<file path="src/merge_gen_defines.svh">
/* Width, depth and threshold macros for the merge-data request generator */

`ifndef MERGE_GEN_DEFINES_SVH
`define MERGE_GEN_DEFINES_SVH

// Data path widths
`define MG_INDEX_W      16
`define MG_ADDR_W       32

// Index buffer sizing, programmable-full leaves headroom above threshold
`define MG_FIFO_DEPTH   16
`define MG_PROG_THRESH  8

// APB register space
`define MG_APB_ADDR_W   8

`endif
</file>
<file path="src/merge_req_pkg.sv">
/* Data-path types: index, buffer entry, sequencer state, memory request */

`include "merge_gen_defines.svh"

package merge_req_pkg;

    typedef logic [`MG_INDEX_W-1:0] index_t;

    // Last flag rides along with the index through the buffer
    typedef struct packed {
        logic   last;
        index_t index;
    } fifo_entry_t;

    typedef enum logic [2:0] {SEQ_IDLE, SEQ_BUSY, SEQ_PAUSE, SEQ_DONE} seq_state_e;

    typedef struct packed {
        logic [`MG_ADDR_W-1:0] addr;
        index_t                data;
    } mem_request_t;

endpackage

</file>
<file path="src/merge_cfg_pkg.sv">
/* Programming-side types: register map, step opcode, shift direction, config struct */

`include "merge_gen_defines.svh"

package merge_cfg_pkg;

    // Word-aligned register map
    typedef enum logic [`MG_APB_ADDR_W-1:0] {
        REG_CTRL        = 8'h00,
        REG_STATUS      = 8'h04,
        REG_INDEX_START = 8'h08,
        REG_STRIDE      = 8'h0C,
        REG_LENGTH      = 8'h10,
        REG_BASE        = 8'h14
    } reg_addr_e;

    typedef enum logic {STEP_INCR = 1'b0, STEP_DECR = 1'b1} step_op_e;

    typedef enum logic {SHIFT_RIGHT = 1'b0, SHIFT_LEFT = 1'b1} shift_dir_e;

    typedef struct packed {
        logic [`MG_INDEX_W-1:0] index_start;
        logic [`MG_INDEX_W-1:0] stride;
        logic [`MG_INDEX_W-1:0] length;
        logic [`MG_ADDR_W-1:0]  base;
        step_op_e               op;
        shift_dir_e             shift_dir;
        logic [4:0]             shift_amt;
    } gen_cfg_t;

endpackage

</file>
<file path="src/index_fifo_if.sv">
/* Index buffer link with producer, buffer and consumer views */

`timescale 1ns/1ps

interface index_fifo_if;

    // Push side
    logic                        push;
    merge_req_pkg::fifo_entry_t  push_entry;
    logic                        prog_full;
    logic                        full;

    // Pop side, first-word-fall-through
    logic                        pop;
    merge_req_pkg::fifo_entry_t  pop_entry;
    logic                        empty;

    modport producer (output push, output push_entry, input prog_full, input full);
    modport buffer   (input push, input push_entry, output prog_full, output full,
                      input pop, output pop_entry, output empty);
    modport consumer (output pop, input pop_entry, input empty);

endinterface

</file>
<file path="src/merge_data_generator.sv">
/* Top level of the merge-data request generator */

`timescale 1ns/1ps
`include "merge_gen_defines.svh"

module merge_data_generator (
    input  logic                      ap_clk,
    input  logic                      areset_generator,
    // APB slave
    input  logic                      psel,
    input  logic                      penable,
    input  logic                      pwrite,
    input  logic [`MG_APB_ADDR_W-1:0] paddr,
    input  logic [31:0]               pwdata,
    output logic [31:0]               prdata,
    output logic                      pready,
    output logic                      pslverr,
    // Request port
    output logic                      req_valid,
    input  logic                      req_ready,
    output logic [`MG_ADDR_W-1:0]     req_addr,
    output logic [`MG_INDEX_W-1:0]    req_data,
    output logic                      done
);

    merge_cfg_pkg::gen_cfg_t cfg;
    logic                    start;
    logic                    run_done;

    index_fifo_if idx_if ();

    merge_gen_csr u_csr (
        .ap_clk           (ap_clk),
        .areset_generator (areset_generator),
        .psel             (psel),
        .penable          (penable),
        .pwrite           (pwrite),
        .paddr            (paddr),
        .pwdata           (pwdata),
        .run_done         (run_done),
        .prdata           (prdata),
        .pready           (pready),
        .pslverr          (pslverr),
        .cfg              (cfg),
        .start            (start),
        .done             (done)
    );

    index_sequencer u_sequencer (
        .ap_clk           (ap_clk),
        .areset_generator (areset_generator),
        .cfg              (cfg),
        .start            (start),
        .fifo             (idx_if.producer)
    );

    index_fifo u_fifo (
        .ap_clk           (ap_clk),
        .areset_generator (areset_generator),
        .fifo             (idx_if.buffer)
    );

    request_formatter u_formatter (
        .ap_clk           (ap_clk),
        .areset_generator (areset_generator),
        .cfg              (cfg),
        .req_ready        (req_ready),
        .fifo             (idx_if.consumer),
        .req_valid        (req_valid),
        .req_addr         (req_addr),
        .req_data         (req_data),
        .run_done         (run_done)
    );

endmodule

</file>
<file path="src/request_formatter.sv">
/* Request formatter: pops indices, shifts into addresses, valid/ready output register */

`timescale 1ns/1ps
`include "merge_gen_defines.svh"

module request_formatter (
    input  logic                    ap_clk,
    input  logic                    areset_generator,
    input  merge_cfg_pkg::gen_cfg_t cfg,
    input  logic                    req_ready,
    index_fifo_if.consumer          fifo,
    output logic                    req_valid,
    output logic [`MG_ADDR_W-1:0]   req_addr,
    output merge_req_pkg::index_t   req_data,
    output logic                    run_done
);

    merge_req_pkg::mem_request_t req_q;
    logic                        last_q;
    logic [`MG_ADDR_W-1:0]       index_ext;
    logic [`MG_ADDR_W-1:0]       offset;

    // Refill when the output slot is free or draining this cycle
    assign fifo.pop = ~fifo.empty & (~req_valid | req_ready);

    assign index_ext = `MG_ADDR_W'(fifo.pop_entry.index);
    assign offset    = (cfg.shift_dir == merge_cfg_pkg::SHIFT_LEFT) ?
                       (index_ext << cfg.shift_amt) : (index_ext >> cfg.shift_amt);

    assign req_addr = req_q.addr;
    assign req_data = req_q.data;

    always_ff @(posedge ap_clk) begin
        if (fifo.pop) begin
            req_q.addr <= cfg.base + offset;
            req_q.data <= fifo.pop_entry.index;
            last_q     <= fifo.pop_entry.last;
        end
    end

    always_ff @(posedge ap_clk) begin
        if (areset_generator) begin
            req_valid <= 1'b0;
            run_done  <= 1'b0;
        end else begin
            if (fifo.pop)
                req_valid <= 1'b1;
            else if (req_ready)
                req_valid <= 1'b0;
            run_done <= req_valid & req_ready & last_q;
        end
    end

    a_stable_when_stalled: assert property (
        @(posedge ap_clk) disable iff (areset_generator)
        req_valid && !req_ready |=> req_valid && $stable(req_addr) && $stable(req_data)
    );

endmodule

</file>
<file path="src/index_fifo.sv">
/* Synchronous first-word-fall-through index FIFO with programmable-full */

`timescale 1ns/1ps
`include "merge_gen_defines.svh"

module index_fifo (
    input  logic         ap_clk,
    input  logic         areset_generator,
    index_fifo_if.buffer fifo
);

    localparam int PTR_W = $clog2(`MG_FIFO_DEPTH);

    merge_req_pkg::fifo_entry_t mem [`MG_FIFO_DEPTH];
    logic [PTR_W-1:0]           wr_ptr;
    logic [PTR_W-1:0]           rd_ptr;
    logic [PTR_W:0]             count;

    assign fifo.pop_entry = mem[rd_ptr];
    assign fifo.empty     = (count == '0);
    assign fifo.full      = (count == (PTR_W+1)'(`MG_FIFO_DEPTH));
    assign fifo.prog_full = (count >= (PTR_W+1)'(`MG_PROG_THRESH));

    always_ff @(posedge ap_clk) begin
        if (fifo.push)
            mem[wr_ptr] <= fifo.push_entry;
    end

    // Pointers wrap naturally, depth is a power of two
    always_ff @(posedge ap_clk) begin
        if (areset_generator) begin
            wr_ptr <= '0;
            rd_ptr <= '0;
            count  <= '0;
        end else begin
            if (fifo.push)
                wr_ptr <= wr_ptr + 1'b1;
            if (fifo.pop)
                rd_ptr <= rd_ptr + 1'b1;
            count <= count + (PTR_W+1)'(fifo.push) - (PTR_W+1)'(fifo.pop);
        end
    end

    a_no_overflow: assert property (
        @(posedge ap_clk) disable iff (areset_generator)
        fifo.push && fifo.full |-> fifo.pop
    );

    a_no_underflow: assert property (
        @(posedge ap_clk) disable iff (areset_generator)
        fifo.pop |-> !fifo.empty
    );

endmodule

</file>
<file path="src/index_sequencer.sv">
/* Index sequencer FSM with stride counter and programmable-full pause */

`timescale 1ns/1ps
`include "merge_gen_defines.svh"

module index_sequencer (
    input  logic                    ap_clk,
    input  logic                    areset_generator,
    input  merge_cfg_pkg::gen_cfg_t cfg,
    input  logic                    start,
    index_fifo_if.producer          fifo
);

    merge_req_pkg::seq_state_e state;
    merge_req_pkg::index_t     count;
    logic [`MG_INDEX_W-1:0]    remaining;
    logic                      last_push;

    // One index per cycle while busy, last flagged on the final item
    assign fifo.push             = (state == merge_req_pkg::SEQ_BUSY);
    assign last_push             = (remaining == `MG_INDEX_W'(1));
    assign fifo.push_entry.index = count;
    assign fifo.push_entry.last  = last_push;

    // -------------------------------------------------------------------------
    // State machine
    // -------------------------------------------------------------------------
    always_ff @(posedge ap_clk) begin
        if (areset_generator) begin
            state <= merge_req_pkg::SEQ_IDLE;
        end else begin
            case (state)
                merge_req_pkg::SEQ_IDLE: begin
                    if (start)
                        state <= merge_req_pkg::SEQ_BUSY;
                end
                merge_req_pkg::SEQ_BUSY: begin
                    if (last_push)
                        state <= merge_req_pkg::SEQ_DONE;
                    else if (fifo.prog_full)
                        state <= merge_req_pkg::SEQ_PAUSE;
                end
                merge_req_pkg::SEQ_PAUSE: begin
                    if (!fifo.prog_full)
                        state <= merge_req_pkg::SEQ_BUSY;
                end
                default: state <= merge_req_pkg::SEQ_IDLE;
            endcase
        end
    end

    // Stride counter wraps modulo 2^16
    always_ff @(posedge ap_clk) begin
        if (state == merge_req_pkg::SEQ_IDLE && start) begin
            count     <= cfg.index_start;
            remaining <= cfg.length;
        end else if (fifo.push) begin
            if (cfg.op == merge_cfg_pkg::STEP_INCR)
                count <= count + cfg.stride;
            else
                count <= count - cfg.stride;
            remaining <= remaining - `MG_INDEX_W'(1);
        end
    end

    a_no_push_when_full: assert property (
        @(posedge ap_clk) disable iff (areset_generator)
        fifo.push |-> !fifo.full
    );

endmodule

</file>
<file path="src/merge_gen_csr.sv">
/* APB register block: configuration registers, start gating, busy and done status */

`timescale 1ns/1ps
`include "merge_gen_defines.svh"

module merge_gen_csr (
    input  logic                      ap_clk,
    input  logic                      areset_generator,
    input  logic                      psel,
    input  logic                      penable,
    input  logic                      pwrite,
    input  logic [`MG_APB_ADDR_W-1:0] paddr,
    input  logic [31:0]               pwdata,
    input  logic                      run_done,
    output logic [31:0]               prdata,
    output logic                      pready,
    output logic                      pslverr,
    output merge_cfg_pkg::gen_cfg_t   cfg,
    output logic                      start,
    output logic                      done
);

    logic busy;
    logic addr_hit;
    logic wr_en;
    logic cfg_wr;
    logic start_accept;

    // -------------------------------------------------------------------------
    // APB access decode
    // -------------------------------------------------------------------------
    assign pready  = 1'b1;
    assign wr_en   = psel & penable & pwrite;
    assign pslverr = psel & penable & ~addr_hit;

    // Configuration is frozen for the duration of a run
    assign cfg_wr = wr_en & ~busy;

    assign start_accept = wr_en & (paddr == merge_cfg_pkg::REG_CTRL) & pwdata[0]
                        & ~busy & (cfg.length != '0);

    always_comb begin
        addr_hit = 1'b1;
        prdata   = '0;
        case (paddr)
            merge_cfg_pkg::REG_CTRL:
                prdata = {19'b0, cfg.shift_amt, 5'b0, cfg.shift_dir, cfg.op, 1'b0};
            merge_cfg_pkg::REG_STATUS:
                prdata = {30'b0, done, busy};
            merge_cfg_pkg::REG_INDEX_START:
                prdata = {16'b0, cfg.index_start};
            merge_cfg_pkg::REG_STRIDE:
                prdata = {16'b0, cfg.stride};
            merge_cfg_pkg::REG_LENGTH:
                prdata = {16'b0, cfg.length};
            merge_cfg_pkg::REG_BASE:
                prdata = cfg.base;
            default:
                addr_hit = 1'b0;
        endcase
    end

    // -------------------------------------------------------------------------
    // Configuration registers
    // -------------------------------------------------------------------------
    always_ff @(posedge ap_clk) begin
        if (areset_generator) begin
            cfg <= '0;
        end else if (cfg_wr) begin
            case (paddr)
                merge_cfg_pkg::REG_CTRL: begin
                    cfg.op        <= merge_cfg_pkg::step_op_e'(pwdata[1]);
                    cfg.shift_dir <= merge_cfg_pkg::shift_dir_e'(pwdata[2]);
                    cfg.shift_amt <= pwdata[12:8];
                end
                merge_cfg_pkg::REG_INDEX_START: cfg.index_start <= pwdata[15:0];
                merge_cfg_pkg::REG_STRIDE:      cfg.stride      <= pwdata[15:0];
                merge_cfg_pkg::REG_LENGTH:      cfg.length      <= pwdata[15:0];
                merge_cfg_pkg::REG_BASE:        cfg.base        <= pwdata;
                default: ;
            endcase
        end
    end

    // Run control, done stays up until the next accepted start
    always_ff @(posedge ap_clk) begin
        if (areset_generator) begin
            start <= 1'b0;
            busy  <= 1'b0;
            done  <= 1'b0;
        end else begin
            start <= start_accept;
            if (start_accept) begin
                busy <= 1'b1;
                done <= 1'b0;
            end else if (run_done) begin
                busy <= 1'b0;
                done <= 1'b1;
            end
        end
    end

    // Completion only arrives for a run in flight
    a_run_done_while_busy: assert property (
        @(posedge ap_clk) disable iff (areset_generator)
        run_done |-> busy
    );

endmodule

</file>
<file path="config.mk">
export PLATFORM = sky130hd
export DESIGN_NAME = merge_data_generator
export DESIGN_NICKNAME = d
export VERILOG_FILES = /design/src/merge_req_pkg.sv /design/src/merge_cfg_pkg.sv /design/src/index_fifo_if.sv /design/src/merge_data_generator.sv /design/src/request_formatter.sv /design/src/index_fifo.sv /design/src/index_sequencer.sv /design/src/merge_gen_csr.sv
export VERILOG_INCLUDE_DIRS = /design/src
export SDC_FILE = /design/constraint.sdc
export NUM_CORES = 1
export LEC_CHECK = 0
export BUFFER_PORTS_ARGS = -buffer_cell sky130_fd_sc_hd__buf_4
export CORE_ASPECT_RATIO = 0.75
export CORE_MARGIN = 1
export CORE_UTILIZATION = 62
export CTS_CLUSTER_DIAMETER = 150
export DETAILED_ROUTE_END_ITERATION = 16
export GPL_TIMING_DRIVEN = 0
export PLACE_DENSITY = 0.81
export SLEW_MARGIN = 25
export SYNTH_ARGS = -nofsm -noshare
export SYNTH_HDL_FRONTEND = slang
export SYNTH_HIERARCHICAL = 1
export SYNTH_SLANG_ARGS = --single-unit
</file>
<file path="constraint.sdc">
create_clock -name ap_clk -period 6.3 [get_ports ap_clk]
set_clock_uncertainty 0.05 [all_clocks]
set_input_delay 1.26 -clock ap_clk [delete_from_list [all_inputs] [get_ports ap_clk]]
set_output_delay 1.26 -clock ap_clk [all_outputs]
set_load 0.03 [all_outputs]
</file>
==> impl_metrics.yaml, run 1 <==
status:
  status: "finished clean"
clock_tree:
  cts_tree: "done"
  cts_resized: 0
  insertion_delay_ns: 0.57
  cts_hold_buffers: 0
  clock-sinks: 464
  clock_path_buffers: 3
  post_cts_buffers: 0
  cts_buffers: 45
  htreeDepth: 2
  clockRootBuffer: "clkbuf_16"
  path_clk_slew_ns: 0.07
critical_path:
  slowest_delay_ns: 0.44
  worstPathArrival_ns: 6.32
  critPathLaunchType: "flip-flop"
  cp.required_ns: 6.55
  crit_path_end_kind: "flip-flop"
  cp_common_cell: "o21ai_0"
  critical_path_class: "flip-flop to flip-flop"
  critPathSlowestCell: "o41ai_1"
  cp_max_fo: 10
timing:
  setup-violations-final: 0
  finalMaxSlewViolations: 0
  layout_min_cycle_time_ns: 6.07
  finalHoldViolations: 0
  final.setup.tns_ns: 0
  rsz0062_at_grt: "false"
  max_freq_mhz: 165
  setup_slack_ns: 0.230
  period_share_pct: 96.4
  whs_ns: 0.449
  slew_headroom_pct: 27.1
  worst_slew_pin_slew_ns: 1.09
synthesis:
  yosysWarnings: 6
  syn-num-nets: 1957
  syn_inst: 1846
  syn_area_sq_um: 23100
  synth.avg_cell_area_sq_um: 12.5
layout:
  finalNetCount: 2136
  area_delta_synth_final_pct: 13.9
  utilization_pct: 72.5
  fillers: 2452
  diodes: 0
  drive_above_1_share_pct: 16.9
power:
  cellLeakagePower_nw: 9.62
  vdd_drop_max_mv: 0.349
  power_density_nw_per_um2: 346
  total_power_w: 0.00910
die:
  die_y_um: 169
  die_w_um: 225
  die_area_sq_um: 38000
  fp.coreArea_sq_um: 36300
  num_rows: 60
  num_io_pins: 130
  start_util_pct: 63.6
drt:
  postRouteAntennaNets: 0
  drt_first_iter_violations: 2351
  dr.pass1.iters: 6
  drt_wl_total_um: 65700
  drc: 0
  dr_total_vias: 17000
  vias_per_cell: 6.66
  wire_per_inst_um: 25.7
global_routing:
  grt_pass1_wl_um: 98000
  grt_max_degree: 29
  grt_pass1_vias: 16400
  track_usage_pct: 34.6
  antenna_found_initial: 1
  grt_overflow_total: 0
placed_design:
  place_congestion: 0.964
  port_buffers: 128
  dpl.hpwl_um: 47400
  dp_slack_ns: 0.155
min_path:
  hold_path_class: "flip-flop to flip-flop"
job:
  drv_cap: 0
[worst max-delay path: cells and delay by family (launching register included)]
kind | cells | cell delay, ns
AO/OA/AOI/OAI | 14 | 2.74
AND/OR/NAND/NOR | 6 | 1.16
buffers and inverters | 3 | 0.85
adder cells (fa/ha/maj) | 1 | 0.37
multiplexers | 1 | 0.32
flip-flops | 1 | 0.30
[power by group]
part	leakage (nW)	switching, W	internal [W]
clock network	0.721	0.00115	0.00159
registers	4.10	0.0000690	0.00353
logic	4.80	0.00173	0.00104
total	9.62	0.00295	0.00615
[cell usage in the layout, fill, tap and decap left out, types with 22 or more instances in the layout]
master / count
mux2i_1: 119
ha_1: 62
a21oi_1: 105
nor3_1: 22
nor2_1: 119
clkbuf_1: 71
dfxtp_1: 111
buf_4: 131
nand3_1: 27
o21ai_0: 62
and3_1: 24
nand2b_1: 108
xnor2_1: 53
edfxtp_1: 353
a22oi_1: 60
inv_1: 40
clkbuf_16: 45
mux4_2: 69
nand2_1: 99
[sequential cells by signal, indices dropped and copies added, names as in the netlist, named ones only]
register,flops
u_sequencer/state,2
u_csr/busy,1
u_fifo/rd_ptr,4
u_formatter/req_data,16
u_formatter/req_addr,32
u_fifo/wr_ptr,4
u_fifo/count,5
u_formatter/last_q,1
u_fifo/mem,272
u_csr/cfg,87
u_formatter/req_valid,1
u_csr/done,1
u_formatter/run_done,1
u_sequencer/count,16
u_sequencer/remaining,16
u_csr/start,1
[stage by stage]
step | instances | cell area (sq um)
finish | 2557 | 26300
global route | 2557 | 26300
CTS | 2556 | 26200
detailed placement | 2473 | 24700
global placement | 2470 | 24600
floorplan | 1846 | 23100
[area by class of cell]
type,count,area [sq um],area share (%)
clock buffer,56,1190,4.52
timing repair buffer,132,1040,3.97
sequential,464,12800,48.8
tap,496,621,2.36
inverter,41,154,0.586
buffer,107,529,2.01
multi-input combinational,1234,9620,36.6
clock inverter,27,303,1.15
[worst paths after layout]
path	cells after the start	slack (ns)	endpoint	from
setup / recovery	25	0.23	u_formatter/req_addr[31]$_DFFE_PP_	flip-flop
hold / removal	2	0.45	u_csr/cfg[36]$_SDFFE_PP0P_	u_csr/cfg[36]$_SDFFE_PP0P_
setup reg to reg	25	0.23	u_formatter/req_addr[31]$_DFFE_PP_	flip-flop
hold reg to reg	2	0.45	u_csr/cfg[36]$_SDFFE_PP0P_	u_csr/cfg[36]$_SDFFE_PP0P_
[routing by layer]
layer / global-route usage, % / wire (um) / vias up
li1: - / - / 7369
met1: 52.9 / 27700 / 8365
met2: 50.6 / 28900 / 1157
met5: 0 / 0 / -
met3: 7.15 / 7670 / 140
met4: 8.31 / 1520 / 0
Note: power is estimated with default switching activity, not from simulation.
==> run 2, diff against run 1 <==
--- a/config.mk
+++ b/config.mk
@@ -13,7 +13,7 @@
 export CTS_CLUSTER_DIAMETER = 150
 export DETAILED_ROUTE_END_ITERATION = 16
 export GPL_TIMING_DRIVEN = 0
-export PLACE_DENSITY = 0.81
+export PLACE_DENSITY = 0.89
 export SLEW_MARGIN = 25
 export SYNTH_ARGS = -nofsm -noshare
 export SYNTH_HDL_FRONTEND = slang
==> run 2 against run 1 <==
  * Utilization is 0.39 points lower
  * Sequential power about the same
  * Largest power group unchanged
  * Critical endpoint unchanged
  * Critical path type unchanged
  * Via count grew 1.8%
  * Critical path depth is 3 lower
==> impl_metrics.yaml, run 2 (synthesis results as in run 1) <==
layout:
  utilization_pct: 72.1
  drive_above_1_share_pct: 16.4
  layout_common_cells: "edfxtp_1, buf_4, mux2i_1, nor2_1, dfxtp_1"
  diodes: 0
  largest_reg_flops: 272
  mostFrequentLayoutCell: "edfxtp_1"
  area_delta_synth_final_pct: 13.3
  fin_cells: 2554
  finalNetCount: 2135
  top_register: "u_fifo/mem"
drt:
  wire_per_inst_um: 25.9
  drt_wl_total_um: 66200
  dr.pass1.iters: 7
  dr_total_vias: 17300
  vias_per_cell: 6.79
  postRouteAntennaNets: 0
  drc: 0
  drt_first_iter_violations: 2878
critical_path:
  cp.required_ns: 6.63
  reg2regPathDepth: 22
  cp_num_cells: 22
  slowest_delay_ns: 0.54
  crit_path_end_kind: "flip-flop"
  worstPathArrival_ns: 6.32
  critPathSlowestCell: "a211oi_1"
  rrSetupSlack_ns: 0.31
  critPathLaunchType: "flip-flop"
  critical_path_class: "flip-flop to flip-flop"
  r2r_end: "u_formatter/req_addr[31]$_DFFE_PP_"
  path_cells: "buf_2, buf_2, clkbuf_4, mux4_2, a22oi_1, nand2_1, inv_1, o21ai_0, o21ai_1, a21oi_1, a211oi_1, a211oi_1, ha_1, a21oi_1, nor2_1, o21ai_0, a21oi_2, nor4_2, a31o_1, a21oi_2, and4_1, a2111oi_2"
  cp_max_fo: 10
  cpLargestDelayFamily: "compound AO/OA/AOI/OAI gates"
  crit_buf_inv: 4
job:
  drv_cap: 0
timing:
  final.setup.tns_ns: 0
  layout_min_cycle_time_ns: 5.99
  finalHoldViolations: 0
  worst_slew_pin_slew_ns: 1.10
  max_freq_mhz: 167
  setup-violations-final: 0
  period_share_pct: 95.1
  whs_ns: 0.453
  finalMaxSlewViolations: 0
  slew_headroom_pct: 26.7
die:
  start_util_pct: 63.6
  num_rows: 60
  fp.coreArea_sq_um: 36300
  die_w_um: 225
  num_io_pins: 130
  die_y_um: 169
  die_area_sq_um: 38000
global_routing:
  grt_pass1_vias: 16600
  track_usage_pct: 35.1
  antenna_found_initial: 0
  grt_pass1_wl_um: 99400
  grt_overflow_total: 0
  grt_max_degree: 31
power:
  swShare_pct: 32.6
  power_density_nw_per_um2: 338
  cellLeakagePower_nw: 9.56
  p_int_w: 0.00595
  p_sw_w: 0.00289
  seq_power_share_pct: 40.7
  vdd_drop_max_mv: 0.258
  total_power_w: 0.00884
  pwr-share-comb_pct: 30.8
  clkPwrFrac_pct: 28.6
clock_tree:
  clock-sinks: 464
  insertion_delay_ns: 0.57
  cts_hold_buffers: 0
  path_clk_slew_ns: 0.07
  htreeDepth: 2
  post_cts_buffers: 0
  clock_path_buffers: 3
  clockRootBuffer: "clkbuf_16"
  cts_buffers: 44
  cts_tree: "done"
min_path:
  hold_depth: 2
  hold_end: "u_csr/cfg[74]$_SDFFE_PP0P_"
  hp-start: "u_csr/cfg[74]$_SDFFE_PP0P_"
  hold_path_class: "flip-flop to flip-flop"
placed_design:
  port_buffers: 128
  dpl.hpwl_um: 46600
  place_congestion: 0.968
  placedCellCount: 2473
status:
  status: "finished clean"
## run 2: cell count changes in the layout (fill, tap and decap cells not counted), sizes merged
cell / delta
clkbuf: +3
inv: -2
clkinvlp: -2
bufinv: -4
clkinv: +3
buf: -1
## run 2: worst max path at each step
stage,from,end
after global routing,flip-flop,u_formatter/req_addr[31]$_DFFE_PP_
after global placement,req_ready,u_fifo/count[4]$_SDFF_PP0_
after floorplan,req_ready,u_fifo/count[4]$_SDFF_PP0_
final,flip-flop,u_formatter/req_addr[31]$_DFFE_PP_
after detailed placement,flip-flop,u_formatter/req_addr[30]$_DFFE_PP_
after CTS,flip-flop,u_formatter/req_addr[30]$_DFFE_PP_
## run 2: tightest hold or removal path, delay by kind of cell (launching register included)
kind	cells	cell delay (ns)
mux	1	0.06
flops	1	0.32
simple gates	1	0.07
## run 2: routing by layer
metal	vias up	GRT usage (%)	share of wire, %
li1	7361	-	-
met1	8452	51.5	40
met2	1299	51.6	44
met3	232	7.57	12
met4	0	13.1	3.9
met5	-	0	0
## run 2: area by class of cell
| cell class | instances | area [sq um] |
|---|---|---|
| well taps | 496 | 621 |
| clock inverters | 22 | 184 |
| plain buffers | 107 | 534 |
| flip-flops and latches | 464 | 12800 |
| repair buffers | 132 | 1050 |
| clock buffers | 58 | 1160 |
| multi-input cells | 1234 | 9610 |
| fillers | 2393 | 10100 |
| inverters | 41 | 154 |
## run 2: what timing repair did
item	4_1_cts	5_1_grt
resized for setup	0	24
endpoints found under the setup margin	0	7
hold endpoints to repair	0	0
## run 2: power groups by stage
stage	Sequential (W)	Combinational [W]	Clock [W]
after detailed placement	0.00366	0.00261	0
after global placement	0.00368	0.00250	0
after CTS	0.00360	0.00266	0.00255
after floorplan	0.00400	0.00142	0
final	0.00360	0.00272	0.00253
after global routing	0.00361	0.00286	0.00267
## run 2: stage by stage
step	cell area, sq um	worst slack [ns]
after floorplan	23100	0.718
after global placement	24600	-0.534
after detailed placement	24700	0.170
after CTS	26100	0.0951
after global routing	26100	-0.00258
final	26100	0.307
